### config.mk
export PLATFORM = sky130hd
export DESIGN_NAME = chroma_mask
export DESIGN_NICKNAME = d
export VERILOG_FILES = /design/src/common/camera_pkg.sv /design/src/logic/chroma_mask.sv
export SDC_FILE = /design/constraint.sdc
export NUM_CORES = 1
export LEC_CHECK = 0
export BUFFER_PORTS_ARGS = -buffer_cell sky130_fd_sc_hd__buf_2
export CAP_MARGIN = 25
export CORE_MARGIN = 2
export CORE_UTILIZATION = 60
export CTS_CLUSTER_DIAMETER = 80
export CTS_CLUSTER_SIZE = 25
export DETAILED_ROUTE_END_ITERATION = 8
export PLACE_DENSITY = 0.95
export REMOVE_ABC_BUFFERS = 1
export SLEW_MARGIN = 10
export SYNTH_ARGS = -nofsm -noshare
export SYNTH_HDL_FRONTEND = slang
export SYNTH_SLANG_ARGS = --single-unit
export TNS_END_PERCENT = 5
### constraint.sdc
create_clock -name clk_camera -period 11.94 [get_ports clk_camera]
set_input_delay 1.194 -clock clk_camera [delete_from_list [all_inputs] [get_ports clk_camera]]
set_output_delay 1.194 -clock clk_camera [all_outputs]
set_load 0.02 [all_outputs]
### src/common/camera_pkg.sv
package camera_pkg;

  // camera bus and pixel words

  // one byte off the parallel camera bus
  typedef logic [7:0] byte_t;

  // 5:6:5 pixel
  // red in [15:11], green in [10:5], blue in [4:0]
  typedef logic [15:0] pixel_t;

  // position counters

  // column inside a line, wide enough for 1280
  typedef logic [10:0] hcount_t;

  // line inside a frame, wide enough for 720
  typedef logic [9:0] vcount_t;

  // colour and threshold values

  // red chroma, offset by 128 so it reads as unsigned
  typedef logic [7:0] chroma_t;

  // threshold switch setting
  // bound is the nibble in the upper half of a chroma value
  typedef logic [3:0] nibble_t;

  // constants

  // keep every fourth pixel of every fourth line
  localparam int DS_SHIFT = 2;

  // cycles from pixel_valid to mask_valid in chroma_mask
  localparam int CHROMA_LATENCY = 3;

endpackage

### src/logic/chroma_mask.sv
`timescale 1ns/1ps

module chroma_mask (
  input  logic                 clk_camera,
  input  logic                 recent_reset,
  input  logic                 pixel_valid_i,
  input  camera_pkg::pixel_t   pixel_i,
  input  camera_pkg::hcount_t  hcount_i,
  input  camera_pkg::vcount_t  vcount_i,
  input  camera_pkg::nibble_t  lower_thresh_i,
  input  camera_pkg::nibble_t  upper_thresh_i,
  output logic                 mask_valid_o,
  output logic                 mask_o,
  output camera_pkg::hcount_t  hcount_o,
  output camera_pkg::vcount_t  vcount_o
);
  import camera_pkg::*;

  // 5:6:5 fields padded out to 8 bits
  logic [7:0]         red8;
  logic [7:0]         green8;
  logic [7:0]         blue8;

  // stage 1 products
  logic signed [17:0] red_term;
  logic signed [17:0] green_term;
  logic signed [17:0] blue_term;

  // stage 2 sum
  logic signed [17:0] cr_sum;

  // stage 3 inputs
  logic signed [17:0] cr_full;
  chroma_t            cr_value;
  chroma_t            lower_bound;
  chroma_t            upper_bound;

  // valid and position ride alongside the data
  logic [CHROMA_LATENCY-1:0] valid_dly;
  hcount_t                   h_dly [CHROMA_LATENCY];
  vcount_t                   v_dly [CHROMA_LATENCY];

  assign red8   = {pixel_i[15:11], 3'b000};
  assign green8 = {pixel_i[10:5], 2'b00};
  assign blue8  = {pixel_i[4:0], 3'b000};

  // Cr = 0.439 R - 0.368 G - 0.071 B, scaled by 256
  always_ff @(posedge clk_camera) begin
    red_term   <= $signed({10'b0, red8}) * 18'sd112;
    green_term <= -($signed({10'b0, green8}) * 18'sd94);
    blue_term  <= -($signed({10'b0, blue8}) * 18'sd18);
  end

  always_ff @(posedge clk_camera) begin
    cr_sum <= red_term + green_term + blue_term;
  end

  // arithmetic shift floors, then offset into unsigned range
  assign cr_full  = (cr_sum >>> 8) + 18'sd128;
  assign cr_value = cr_full[7:0];

  // switch nibble sits in the top half of the bound
  assign lower_bound = {lower_thresh_i, 4'b0000};
  assign upper_bound = {upper_thresh_i, 4'b0000};

  // window is open below, closed above
  always_ff @(posedge clk_camera) begin
    mask_o <= (cr_value > lower_bound) && (cr_value <= upper_bound);
  end

  always_ff @(posedge clk_camera) begin
    if (recent_reset) begin
      valid_dly <= '0;
    end else begin
      valid_dly <= {valid_dly[CHROMA_LATENCY-2:0], pixel_valid_i};
    end
  end

  always_ff @(posedge clk_camera) begin
    h_dly[0] <= hcount_i;
    v_dly[0] <= vcount_i;
    for (int i = 1; i < CHROMA_LATENCY; i++) begin
      h_dly[i] <= h_dly[i-1];
      v_dly[i] <= v_dly[i-1];
    end
  end

  assign mask_valid_o = valid_dly[CHROMA_LATENCY-1];
  assign hcount_o     = h_dly[CHROMA_LATENCY-1];
  assign vcount_o     = v_dly[CHROMA_LATENCY-1];

  // strobe leaves exactly as many cycles later as the data pipe is deep
  assert property (@(posedge clk_camera) disable iff (recent_reset)
    mask_valid_o == $past(pixel_valid_i, CHROMA_LATENCY));

endmodule

After elaboration in Yosys (flattened, before gate mapping):

Memories as Yosys holds them, arrays and structs flattened.
Cells that the tools add are included.

* RAM bits: 63
* output and inout bits: 23
* logic and storage cells: 19
* register bits: 60
* memories: 2
* bits of input ports: 48

* reductions and logical operators: 1
* $lt $le $gt $ge: 2
* multipliers: 3
* add/subtract/negate cells: 5

Memory list
* h_dly: words 3, width 11, rd ports 3, clocked after memory_dff 0, wr ports 3, RTL line chroma_mask.sv:40 `hcount_t h_dly [CHROMA_LATENCY];`
* v_dly: words 3, width 10, rd ports 3, clocked after memory_dff 0, wr ports 3, RTL line chroma_mask.sv:41 `vcount_t v_dly [CHROMA_LATENCY];`

Operators by type and width (number)
* $add A16 B16 Y16: 2
* $neg A13 Y16: 1
* $neg A15 Y16: 1
* $mul A6 B6 Y12 const B: 1
* $mul A5 B4 Y9 const B: 1
* $add A8 B8 Y8 const B: 1
* $gt A8 B8 Y1: 1
* $le A8 B8 Y1: 1
* $mul A5 B3 Y8 const B: 1
* $logic_and A1 B1 Y1: 1

Longest topological paths before layout:

* depth after elaboration: 3
* depth in mapped cells: 14
* mapped depth without buffers: 14

Worst setup path before layout:

No wires, ideal clock.

* kind: in2reg
* start: in pixel_i[7]
* end: reg green_term[15]
* path slack: 7.192 ns
* setup time: 0.127 ns
* data required time: 11.813 ns
* data arrival time: 4.621 ns
* path buffers: 0
* cell stages on the path: 11
* cell sequence: ha_1 fa_1 inv_1 fa_1 inv_1 ha_1 a21o_1 or4_4 a211o_1 or3b_1 or3_1

* cells in the longest elaborated chain, start to end: 2

RTL lines
* start: declaration: RTL line chroma_mask.sv:7 `input camera_pkg::pixel_t pixel_i,`
* $mul A6 B6 Y12: RTL line chroma_mask.sv:50 `green_term <= -($signed({10'b0, green8}) * 18'sd94);`
* $neg A15 Y16: RTL line chroma_mask.sv:50
* end signal: assignment: RTL line chroma_mask.sv:50
* end: declaration: RTL line chroma_mask.sv:26 `logic signed [17:0] green_term;`

Every way passes these cells.
A chain may end at the register's enable or synchronous reset.

Worst setup path in the final report:

* start: in pixel_i[9]
* end: reg green_term[15]

Same word-level chain as after synthesis.

==> out/metrics.yaml <==
flow_run:
  drv_cap: 0
clock_tree:
  clockBufferDepth: 2
  post_cts_resize_count: 0
  cts_tree: "yes"
  cts_made_buffers: 9
  post_cts_buffers: 0
  h-tree-depth: 3
  clk_latency_ns: 0.38
  cts-root-buf: "clkbuf_8"
  ctsHoldBuffers: 0
  cts_sinks: 107
  cts.clk_slew.worst_paths_ns: 0.12
timing:
  fin_tns_setup_ns: 0
  finalMaxSlewViolations: 0
  fmax_mhz: 213.9
  rsz0062_at_grt: "no"
  setup_viol: 0
  fin_crit_ns: 4.674
  max_slew_margin: 0.7028
  hold_slack_ns: 0.3240
  fin_skew_ns: 0.01367
  finalHoldViolations: 0
  worst_pin_slew_ns: 0.4417
  fin_crit_sh: 0.3915
setup_path:
  cpPeakStageDelay_ns: 0.53
  r2r_end: "cr_sum[14]"
  rr_worst_depth: 7
  slowest_stage: "fa_1"
  path_class: "in -> reg"
  crit_chain: "buf_2 > ha_1 > fa_1 > inv_1 > fa_1 > inv_1 > ha_1 > a21o_1 > or4_4 > a211o_1 > or3b_1 > or3_1"
  worstSetupEndpointType: "register"
  arrival_ns: 4.94
  start_kind: "input pin"
  rrSetupSlack_ns: 9.43
  r2r_start: "red_term[7]"
  path_max_fanout: 5
  required_ns: 12.21
drt:
  viasPerCell: 4.976
  drt_pre_antenna_iters: 4
  ant_nets: 0
  drc: 0
  drtIter0Drc: 53
  vias: 2752
  routedWlPerCell_um: 14.18
  drt-total-wl_mm: 7.842
placement:
  postPlaceCellArea_mm2: 0.004905
  dpl.hpwl_mm: 6.379
  gp_congestion: 0.7764
  dpl.cell_count: 537
  port_buffers: 70
power_and_ir_drop:
  power_leakage_uw: 0.002454
  peakVddDrop_v: 0.00009292
  p_total_uw: 1092
  power.density_mw_per_mm2: 213.3
synthesis:
  yosys.area_share.simple: 0.07418
  synth_area_mm2: 0.004588
  synth_compound_area_frac: 0.05236
  synth-edff-count: 0
  synth_common_cells: "107 x dfxtp_1, 56 x ha_1, 44 x inv_1"
  yosysSeqAreaShare: 0.4669
  synthMuxAreaShare: 0
  synth_top_family_by_area: "adder cells"
  synth_xor_area_frac: 0.07445
  yosysMostFrequentCell: "dfxtp_1"
  yosysWarnings: 0
  async_flop_share: 0
  synth_ff_type: "dfxtp_1"
  synth_fa_ha_area_frac: 0.2618
  avgSynthCellArea_um2: 11.79
  synth_area_leaders: "dfxtp_1 47%, ha_1 15%, fa_1 11%"
  ys_types: 42
  ys_seq_elements: 107
  synth_top_area_share: 0.4669
  synth_cells: 389
  yosys.area.top_type: "dfxtp_1"
floorplan:
  initial_core_util: 0.6259
  die_w_um: 91.45
  std_cell_rows: 31
  ios: 71
  core_mm2: 0.007331
  dieArea_mm2: 0.008362
  die_h_um: 91.45
layout:
  multi_input_area_mm2: 0.002123
  regArea_mm2: 0.002142
  area_growth_syn_to_layout_pct: 11.59
  layout.cells.non_filler: 553
  drive_gt1_frac: 0.2004
  final.fill_count: 511
  final_nets: 578
  final_area_mm2: 0.005120
  diodes: 0
global_routing:
  grt_max_degree: 23
  grt_pass1_vias: 2966
  antenna_found_initial: 0
  gr-total-overflow: 0
  track_usage: 0.2004
  grt_pass1_wl_mm: 13.01
worst_hold_path:
  min_from: "h_dly[0][7]"
  hold_class: "reg -> reg"
  hold_depth: 0
  holdPathEnd: "h_dly[0][18]"
run_status:
  status: "finished, final reports clean"
[worst max-delay path: cells and delay by family]
family                     cells  cell delay [ns]
AOI/OAI and AO/OA              2             0.56
adders and majority gates      4             1.70
buffers and inverters          3             0.25
and+or+nand+nor                3             1.24
[metrics by stage]
step / worst slack [ns] / util
finish: 7.266 / 0.6984
CTS: 7.287 / 0.6984
global placement: 6.999 / 0.6691
floorplan: 7.192 / -
global route: 7.162 / 0.6984
detailed placement: 6.883 / 0.6691
[metal layers]
layer	up-vias	share of wire	GRT usage
li1	1375	-	-
met1	1301	0.37	0.1926
met2	60	0.57	0.4007
met3	16	0.036	0.03734
met4	0	0.025	0.09343
met5	-	0	0
[worst max path at each step]
stage / from / end / slack [ns] / cells past startpoint
floorplan: pixel_i[7] / green_term[15] / 7.19 / 11
global placement: pixel_i[9] / green_term[15] / 7.00 / 12
detailed placement: pixel_i[9] / green_term[15] / 6.88 / 12
global route: pixel_i[7] / green_term[15] / 7.16 / 13
CTS: pixel_i[9] / green_term[15] / 7.29 / 12
finish: pixel_i[9] / green_term[15] / 7.27 / 12
[state kept, by name (all words and copies together) (netlist names)]
name / cells
mask_o: 1
valid_dly: 3
v_dly: 30
red_term: 8
green_term: 12
blue_term: 12
cr_sum: 8
h_dly: 33
[cells in the final DEF (no fill, tap or decap), types with 9 or more instances in the layout]
cell type and instances:
buf_2 70, fa_1 25, xnor2_1 24, xor2_1 15, nand2_1 9, nor2_1 15
clkbuf_8 9, ha_1 56, dfxtp_1 107, nor2b_1 9, inv_1 44
[power breakdown]
group / switching (uW) / internal (uW)
Clock: 133 / 84.5
Sequential: 25.4 / 418
Combinational: 227 / 205
Total: 385 / 707
[cell type report]
class                           count  area share
Clock buffer                        9     0.02419
Inverter                           44     0.03226
Clock inverter                      7     0.01784
Tap cell                           99     0.02419
Timing Repair Buffer               70     0.06843
Multi-Input combinational cell    217      0.4147
Sequential cell                   107      0.4184
[logic make-up after synthesis]
family                   Yosys count
adder cells (fa/ha/maj)           81
buffers and inverters             65
AO/OA/AOI/OAI                     35
XOR/XNOR                          39
AND/OR/NAND/NOR                   62
flip-flops                       107
No activity file was read; power rests on OpenSTA's default activity.
