$ cat config.mk
export PLATFORM = sky130hd
export DESIGN_NAME = pixel_assembler
export DESIGN_NICKNAME = d
export VERILOG_FILES = /design/src/common/camera_pkg.sv /design/src/capture/pixel_assembler.sv
export SDC_FILE = /design/constraint.sdc
export NUM_CORES = 1
export LEC_CHECK = 0
export BUFFER_PORTS_ARGS = -buffer_cell sky130_fd_sc_hd__buf_2
export CAP_MARGIN = 20
export CORE_UTILIZATION = 54
export CTS_CLUSTER_DIAMETER = 50
export DETAILED_ROUTE_END_ITERATION = 10
export GPL_ROUTABILITY_DRIVEN = 0
export PLACE_DENSITY = 0.8
export SLEW_MARGIN = 15
export SYNTH_ARGS = -nofsm -noshare
export SYNTH_HDL_FRONTEND = slang
export SYNTH_SLANG_ARGS = --single-unit
$ cat constraint.sdc
create_clock -name clk_camera -period 3.35 [get_ports clk_camera]
set_input_delay 0.1675 -clock clk_camera [delete_from_list [all_inputs] [get_ports clk_camera]]
set_output_delay 0.1675 -clock clk_camera [all_outputs]
set_load 0.1 [all_outputs]
$ cat src/common/camera_pkg.sv
package camera_pkg;

  // camera bus and pixel words

  // one byte off the parallel camera bus
  typedef logic [7:0] byte_t;

  // 5:6:5 pixel
  // red in [15:11], green in [10:5], blue in [4:0]
  typedef logic [15:0] pixel_t;

  // position counters

  // column inside a line, wide enough for 1280
  typedef logic [10:0] hcount_t;

  // line inside a frame, wide enough for 720
  typedef logic [9:0] vcount_t;

  // colour and threshold values

  // red chroma, offset by 128 so it reads as unsigned
  typedef logic [7:0] chroma_t;

  // threshold switch setting
  // bound is the nibble in the upper half of a chroma value
  typedef logic [3:0] nibble_t;

  // constants

  // keep every fourth pixel of every fourth line
  localparam int DS_SHIFT = 2;

  // cycles from pixel_valid to mask_valid in chroma_mask
  localparam int CHROMA_LATENCY = 3;

endpackage

$ cat src/capture/pixel_assembler.sv
`timescale 1ns/1ps

module pixel_assembler #(
  parameter int H_ACTIVE = 1280,
  parameter int V_ACTIVE = 720
) (
  input  logic                clk_camera,
  input  logic                recent_reset,
  input  camera_pkg::byte_t   cam_data_i,
  input  logic                cam_pclk_i,
  input  logic                cam_hsync_i,
  input  logic                cam_vsync_i,
  output logic                pixel_valid_o,
  output camera_pkg::pixel_t  pixel_o,
  output camera_pkg::hcount_t hcount_o,
  output camera_pkg::vcount_t vcount_o
);
  import camera_pkg::*;

  // two-flop synchronizers for the whole camera bus
  byte_t   data_meta;
  byte_t   data_sync;
  logic    pclk_meta;
  logic    pclk_sync;
  logic    hsync_meta;
  logic    hsync_sync;
  logic    vsync_meta;
  logic    vsync_sync;

  // previous synced levels, for edge detection
  logic    pclk_prev;
  logic    hsync_prev;

  logic    pclk_rise;
  logic    hsync_fall;
  logic    take_byte;

  // 0 while waiting for the high byte
  logic    byte_phase;
  byte_t   high_byte;

  // running position of the pixel being built
  hcount_t h_pos;
  vcount_t v_pos;

  always_ff @(posedge clk_camera) begin
    data_meta  <= cam_data_i;
    data_sync  <= data_meta;
    pclk_meta  <= cam_pclk_i;
    pclk_sync  <= pclk_meta;
    hsync_meta <= cam_hsync_i;
    hsync_sync <= hsync_meta;
    vsync_meta <= cam_vsync_i;
    vsync_sync <= vsync_meta;
    pclk_prev  <= pclk_sync;
    hsync_prev <= hsync_sync;
  end

  assign pclk_rise  = pclk_sync && !pclk_prev;
  assign hsync_fall = hsync_prev && !hsync_sync;
  // bytes only count inside active video
  assign take_byte  = pclk_rise && hsync_sync && vsync_sync;

  // byte phase, column counter and the valid strobe
  always_ff @(posedge clk_camera) begin
    if (recent_reset) begin
      byte_phase    <= 1'b0;
      h_pos         <= '0;
      pixel_valid_o <= 1'b0;
    end else begin
      // pulse one cycle after the edge that brings the low byte
      pixel_valid_o <= take_byte && byte_phase;
      if (!hsync_sync) begin
        byte_phase <= 1'b0;
        h_pos      <= '0;
      end else if (take_byte) begin
        byte_phase <= !byte_phase;
        // step only once the pair is complete
        if (byte_phase) begin
          h_pos <= h_pos + 1'b1;
        end
      end
    end
  end

  // line counter, steps at the end of each line
  always_ff @(posedge clk_camera) begin
    if (recent_reset) begin
      v_pos <= '0;
    end else if (!vsync_sync) begin
      v_pos <= '0;
    end else if (hsync_fall) begin
      v_pos <= v_pos + 1'b1;
    end
  end

  // payload, held until the next completed pixel
  always_ff @(posedge clk_camera) begin
    if (take_byte && !byte_phase) begin
      high_byte <= data_sync;
    end
    if (take_byte && byte_phase) begin
      pixel_o  <= {high_byte, data_sync};
      hcount_o <= h_pos;
      vcount_o <= v_pos;
    end
  end

  // camera framing must keep every pixel inside the active area
  assert property (@(posedge clk_camera) disable iff (recent_reset)
    pixel_valid_o |-> (hcount_o < H_ACTIVE) && (vcount_o < V_ACTIVE));

endmodule

## Word-level counts from Yosys, hierarchy flattened

Cells that the tools add are included.

| cells by class | value |
|---|---|
| $add $sub $neg | 2 |
| $mul | 0 |
| divide/modulo/power cells | 0 |
| $lt $le $gt $ge | 0 |
| equal/unequal tests | 0 |
| shifts and indexed selects | 0 |
| mux-type cells | 0 |
| bitwise logic cells | 2 |
| reductions and logical operators | 12 |

Operators by type and width:

| cell | number |
|---|---|
| 11-bit by 1-bit adder with 11-bit output, second input constant | 1 |
| 10-bit by 1-bit adder with 10-bit output, second input constant | 1 |
| 1-bit logical AND | 6 |
| 2-bit OR reduction | 2 |
| 1-bit zero test | 3 |
| 1-bit NOT | 2 |
| 2-bit AND reduction | 1 |

| word-level totals | value |
|---|---|
| register bits after elaboration | 92 |
| bits in latches | 0 |
| bits in writable memories | 0 |
| memory bits (read-only) | 0 |
| input port bits | 13 |
| output and inout port bits | 38 |
| word-level logic and storage cells | 34 |
| memories kept | 0 |

## Depth between registers and ports, before layout

Gate-level depths: netlist of the first run.

| logic depth | value |
|---|---|
| word-level depth | 5 |
| gate-level depth with buffers | 5 |
| gate-level depth less buffers | 5 |

## Least setup slack after synthesis of the first run

Ideal clock, no wire load.

| path | value |
|---|---|
| path kind | reg-to-reg |
| start point | reg hsync_sync |
| end point | reg hcount_o[0] (enable) |
| setup time | 436 ps |
| arrival | 2,288 ps |
| data required time | 2,914 ps |
| path slack | 626 ps |
| cell stages (with the launch flop) | 3 |
| path buffers | 0 |
| period minus slack after synthesis | 2,724 ps |
| cell sequence | dfxtp_1 nand3b_2 nor2_1 |

| on the way | value |
|---|---|
| cells in the longest elaborated chain, start to end | 3 |

RTL lines:

| element | line | source |
|---|---|---|
| from (decl) | pixel_assembler.sv:26 | `logic hsync_sync;` |
| from (signal assigned) | pixel_assembler.sv:52 | `hsync_sync <= hsync_meta;` |
| 1-bit logical AND (2 in a row) | pixel_assembler.sv:62 | `assign take_byte = pclk_rise && hsync_sync && vsync_sync;` |
| 1-bit logical AND | pixel_assembler.sv:102 | `if (take_byte && byte_phase) begin` |
| to (signal assigned) | pixel_assembler.sv:104 | `hcount_o <= h_pos;` |
| to (decl) | pixel_assembler.sv:15 | `output camera_pkg::hcount_t hcount_o,` |

No other way between the ends.
A chain may end at the register's enable or synchronous reset.

## Worst setup path after layout of the first run

| path | value |
|---|---|
| start point | reg hsync_sync |
| end point | reg h_pos[0] |

| on the way | value |
|---|---|
| cells in the longest elaborated chain, start to end | 3 |
| elaborated cells on any way between the ends | 5 |
| those cells by class | 1 x bitwise; 4 x reduce/logical |

RTL lines:

| element | line | source |
|---|---|---|
| 1-bit logical AND (2 in a row) | pixel_assembler.sv:62 |  |
| 2-bit AND reduction (no line) | - |  |
| to (signal assigned) | pixel_assembler.sv:80 | `h_pos <= h_pos + 1'b1;` |
| to (decl) | pixel_assembler.sv:43 | `hcount_t h_pos;` |

Parallel ways exist; a longest one is shown, timed or not.

==> metrics, run 1 <==
maxcap violations=0; Num Clock Sinks=92; main combinational cell family by area after synthesis=simple AND/OR/NAND/NOR gates; Hold/Removal Path Class=in -> reg; post-DP HPWL=2693 um; largest net degree at the start of global routing=40; initial antenna violation count=0; final instance area=3577 sq um; Min Hold Slack=0.02457 ns; IO Port Bufs=50; number of diodes=0; CP delay by family, top=simple AND/OR/NAND/NOR gates; Iter 0 DRT Violations=52; total negative slack=0 ns; CTS tree=done; worst path bufs/invs=1; cell count after placement=306; CP Cell Sequence=nand3b_2 -> nor2_4 -> buf_12 -> xnor2_1 -> nor2_1; worst rel slew slack=0.6687; Row Count=26; 1st-pass router iterations=4; Nets=274; Synth Warn #=0; Clock Latency Late Sink=0.35 ns; pins over their slew limit=0; Synth Flop Type=dfxtp_1; async set-reset flop share out of synthesis=0; crit path launch type=register; post-synthesis xor/xnor area fraction=0.05401; #FFs+latches synth=92; Achievable Freq=602.0 MHz; drt drc=0; Synth Cell Area=2919 sq um; Pleak=1.249 nW; peak supply drop=330.8 uV; setup bufs post-CTS=0; Cell Pwr Density=538.4 nW/um^2; status=completed; Final Hold Viols=0; largest stage delay on the critical path=0.50 ns; fin cells=334; vias per cell=4.772; Layout area overhead=22.55%; number of global-route vias before repair=1,421; Yosys cell types=29; Synth Area in Compound Gates=0.01243; worst-path fanout max=29; Num CTS Buffers=9; pre-CTS setup slack=1.364 ns; most frequent cells in the layout=buf_2 (50), dfxtp_1 (47), edfxtp_1 (45); Net Count, Synth=202; Worst-path clk slew=0.08 ns; Post-Route WL=4210 um; critical path type=reg -> reg; Total Routing Usage GR=0.1655; Synth Area in Simple Gates=0.1273; Critical Path RT=3.57 ns; Core Footprint=5172 sq um; # H-tree levels=3; fin crit period=1.661 ns; IO Pins=51; worst slew pin tran=0.5003 ns; critical path's slowest cell=dfxtp_1; Initial Util=0.5643; RSZ-0062 raised after global routing=no; Setup Skew=0.008964 ns; reg-to-reg startpoint=hsync_sync; Setup Viol. Count Final=0; Post-synth EDFFs=45; Worst setup EP type=register; chip height=75.53 um; CTS max path bufs=2; first-pass GRT wire length=6451 um; dpl cell area=3264 sq um; adder-cell share of the synthesized area=0.008573; Avg Cell Area, Syn=15.61 sq um; wire length per cell=12.60 um; worst setup margin=1.689 ns; mux share of post-synthesis cell area=0.003429; sequential-to-total area share from yosys stat=0.7853; Die Area=5704 sq um; clock root buffer=clkbuf_8; synthesized netlist cell count=187; commonest non-fill, non-tap cell in the layout=buf_2; Die Wd=75.53 um; period utilization=0.4959; routed via count=1,594; Arr. time, crit path=1.89 ns; layout cells sized above 1=0.2765; gr ovfl total=0; Worst Setup SP=hsync_sync; Final ANT Viol Nets=0; Hold Startpoint=recent_reset
cells in the mapped netlist, drive strengths merged (3+ instances only):
cell,instances,share of area
edfxtp,45,0.46
xor2,4,0.012
nand4,4,0.014
dfxtp,47,0.32
inv,5,0.0064
nor2,21,0.027
nand3b,3,0.0090
xnor2,14,0.042
nand2,7,0.0090
nor4,5,0.021
nor3,9,0.015
nand3,4,0.0069
repair_timing:
| action | CTS | global route |
|---|---|---|
| endpoints found under the setup margin | 0 | 0 |
| hold buffers | 11 | 0 |
| gates resized for setup | 0 | 0 |
| endpoints found under the hold margin | 11 | 0 |
cells by family (layout without fill, tap and decap cells):
logic type | Yosys count | count (layout)
DFF | 92 | 92
adders and majority gates | 2 | 2
muxes | 1 | 1
AOI/OAI and AO/OA | 6 | 6
buffers and inverters | 7 | 84
xor gates and xnor gates | 18 | 18
and+or+nand+nor | 61 | 61
report_power, final:
part / internal (W) / total [W] / switching [W]
Combinational: 0.0000191 / 0.0000381 / 0.0000191
Sequential: 0.00119 / 0.00120 / 0.0000102
Clock: 0.000342 / 0.000687 / 0.000345
final timing paths:
check / end / slack (ns) / cells past startpoint
setup / recovery: h_pos[0] / 1.69 / 5
hold / removal: pixel_valid_o / 0.02 / 2
setup reg to reg: h_pos[0] / 1.69 / 5
hold reg to reg: data_sync[3] / 0.33 / 0
metal layers:
metal,vias to the layer above,global-route usage,share of wire
met5,-,0,0
met4,0,0.1111,0.031
met3,12,0.05423,0.040
met2,40,0.2649,0.50
met1,738,0.1907,0.43
li1,804,-,-
cell type report:
type	instances	area [sq um]
timing repair buffer	63	387.9
clock inverter	5	51.30
clock buffer	11	131.4
inverter	5	18.77
tap	70	87.58
multi-input combinational	88	608.1
sequential	92	2292
fill	362	1595
through the flow:
stage | total power [W] | utilization
3_3_place_gp | 0.001253 | 0.6311
2_1_floorplan | 0.001242 | -
6_report | 0.001926 | 0.6916
4_1_cts | 0.001941 | 0.6877
5_1_grt | 0.001988 | 0.6916
3_5_place_dp | 0.001256 | 0.6311
registers in the layout, indices dropped and copies added (netlist names), 8 cells and up:
name and count:
data_sync 8, high_byte 8, h_pos 11, pixel_o 16, hcount_o 11, data_meta 8, vcount_o 10, v_pos 10
Note: power is estimated with default switching activity, not from simulation.
==> run 2, diff against run 1 <==
==> constraint.sdc (replaced) <==
create_clock -name clk_camera -period 1.6 [get_ports clk_camera]
set_input_delay 0.08 -clock clk_camera [delete_from_list [all_inputs] [get_ports clk_camera]]
set_output_delay 0.08 -clock clk_camera [all_outputs]
set_load 0.1 [all_outputs]
==> metrics, run 2 (synthesis gave the netlist of run 1 again) <==
Achievable Freq=719.9 MHz; period utilization=0.8682; fin crit period=1.389 ns; Final Core Density=0.7003; Hold Startpoint=hsync_meta; chip height=75.53 um; reg-to-reg endpoint=h_pos[8]; drt drc=0; 1st-pass router iterations=4; routed via count=1,606; Die Area=5704 sq um; number of global-route vias before repair=1,502; largest net degree at the start of global routing=27; Hold/Removal Path Class=reg -> reg; IO Port Bufs=50; reg-to-reg startpoint=h_pos[0]; CTS max path bufs=2; post-DP HPWL=2804 um; Clock Latency Late Sink=0.36 ns; Layout area overhead=24.09%; critical path's slowest cell=dfxtp_1; crit path launch type=register; CP delay by family, top=flip-flops; worst rel slew slack=0.6722; Pleak=1.270 nW; M1 WL=1857 um; clock root buffer=clkbuf_8; most frequent cells in the layout=buf_2 (50), dfxtp_1 (46), edfxtp_1 (45); largest stage delay on the critical path=0.45 ns; Num Clock Sinks=92; Arr. time, crit path=1.63 ns; CP Cell Sequence=ha_1 -> inv_1 -> nor4_2 -> xnor2_1 -> nor2_1; maxcap violations=0; largest register by flop count=pixel_o; largest registers=pixel_o: 16 flops, h_pos: 11 flops, hcount_o: 11 flops; Final Hold Viols=0; Core Footprint=5172 sq um; number of diodes=0; Total Routing Usage GR=0.1712; CTS Hold Bufs=12; RSZ-0062 raised after global routing=no; initial antenna violation count=0; Row Count=26; R2R cell count=5; worst-path fanout max=6; Worst setup EP type=register; multi-input logic area=624.3 sq um; Critical Path RT=1.84 ns; Hold Path Sink=hsync_sync; vias per cell=4.766; Cells on Worst Hold Path=0; gr ovfl total=0; Iter 0 DRT Violations=77; Post-Route WL=4230 um; Reg area=2293 sq um; pins over their slew limit=0; # H-tree levels=3; first-pass GRT wire length=6762 um; peak supply drop=862.3 uV; status=completed; worst path bufs/invs=1; Filler cells=353; IO Pins=51; Setup Skew=0.008162 ns; Nets=277; Cell Pwr Density=1103 nW/um^2; critical path type=reg -> reg; metal2 WL=2096 um; CTS tree=done; max reg flops=16; R2R setup slack=0.21 ns; post_cts resized=0; Final ANT Viol Nets=0; Num CTS Buffers=9; commonest non-fill, non-tap cell in the layout=buf_2; worst slew pin tran=0.4951 ns; Worst-path clk slew=0.09 ns; layout cells sized above 1=0.3071; Highest Signal Layer=met4; Setup Viol. Count Final=0; total negative slack=0 ns; Die Wd=75.53 um; wire length per cell=12.55 um; WL met3=146 um; setup bufs post-CTS=0; Initial Util=0.5643
-- run 2: worst max path at each step --
stage	from	cells past startpoint	end
floorplan	byte_phase	2	hcount_o[0]
global placement	vsync_sync	4	h_pos[10]
detailed placement	h_pos[0]	5	h_pos[8]
CTS	h_pos[0]	5	h_pos[8]
global route	h_pos[0]	5	h_pos[4]
finish	h_pos[0]	5	h_pos[8]
-- run 2: stage by stage --
stage	setup slack, ns	cell area [sq um]	power, W	std cells	hold slack (ns)
floorplan	0.005599	2944	0.002603	187	0.1077
global placement	0.2799	3317	0.002628	309	0.1823
detailed placement	0.2181	3317	0.002633	309	0.1840
CTS	0.2016	3622	0.004042	337	0.3337
global route	0.07606	3622	0.004132	337	0.3362
finish	0.2108	3622	0.003996	337	0.3253
-- run 2: cell type report --
| cell class | count | area share |
|---|---|---|
| clock buffers | 9 | 0.03420 |
| clock inverters | 7 | 0.01693 |
| flip-flops and latches | 92 | 0.6332 |
| well taps | 70 | 0.02418 |
| inverters | 5 | 0.005181 |
| repair buffers | 66 | 0.1140 |
| multi-input cells | 88 | 0.1724 |
-- run 2: where the power goes --
group | total (W) | switching (W) | internal (W)
Clock | 0.00140 | 0.000809 | 0.000587
Sequential | 0.00252 | 0.0000228 | 0.00249
Combinational | 0.0000846 | 0.0000402 | 0.0000445
-- run 2: metal layers --
| metal | vias up | GRT usage |
|---|---|---|
| li1 | 812 | - |
| met1 | 748 | 0.1959 |
| met2 | 34 | 0.2798 |
| met3 | 12 | 0.05159 |
| met4 | 0 | 0.1132 |
| met5 | - | 0 |
-- run 2: worst reg2reg max path: cells and delay by family, from the launching register on --
family        cells  cell delay [ns]
buf+inv           1             0.10
fa+ha+maj         1             0.22
flops             1             0.45
xor+xnor          1             0.15
simple gates      2             0.37
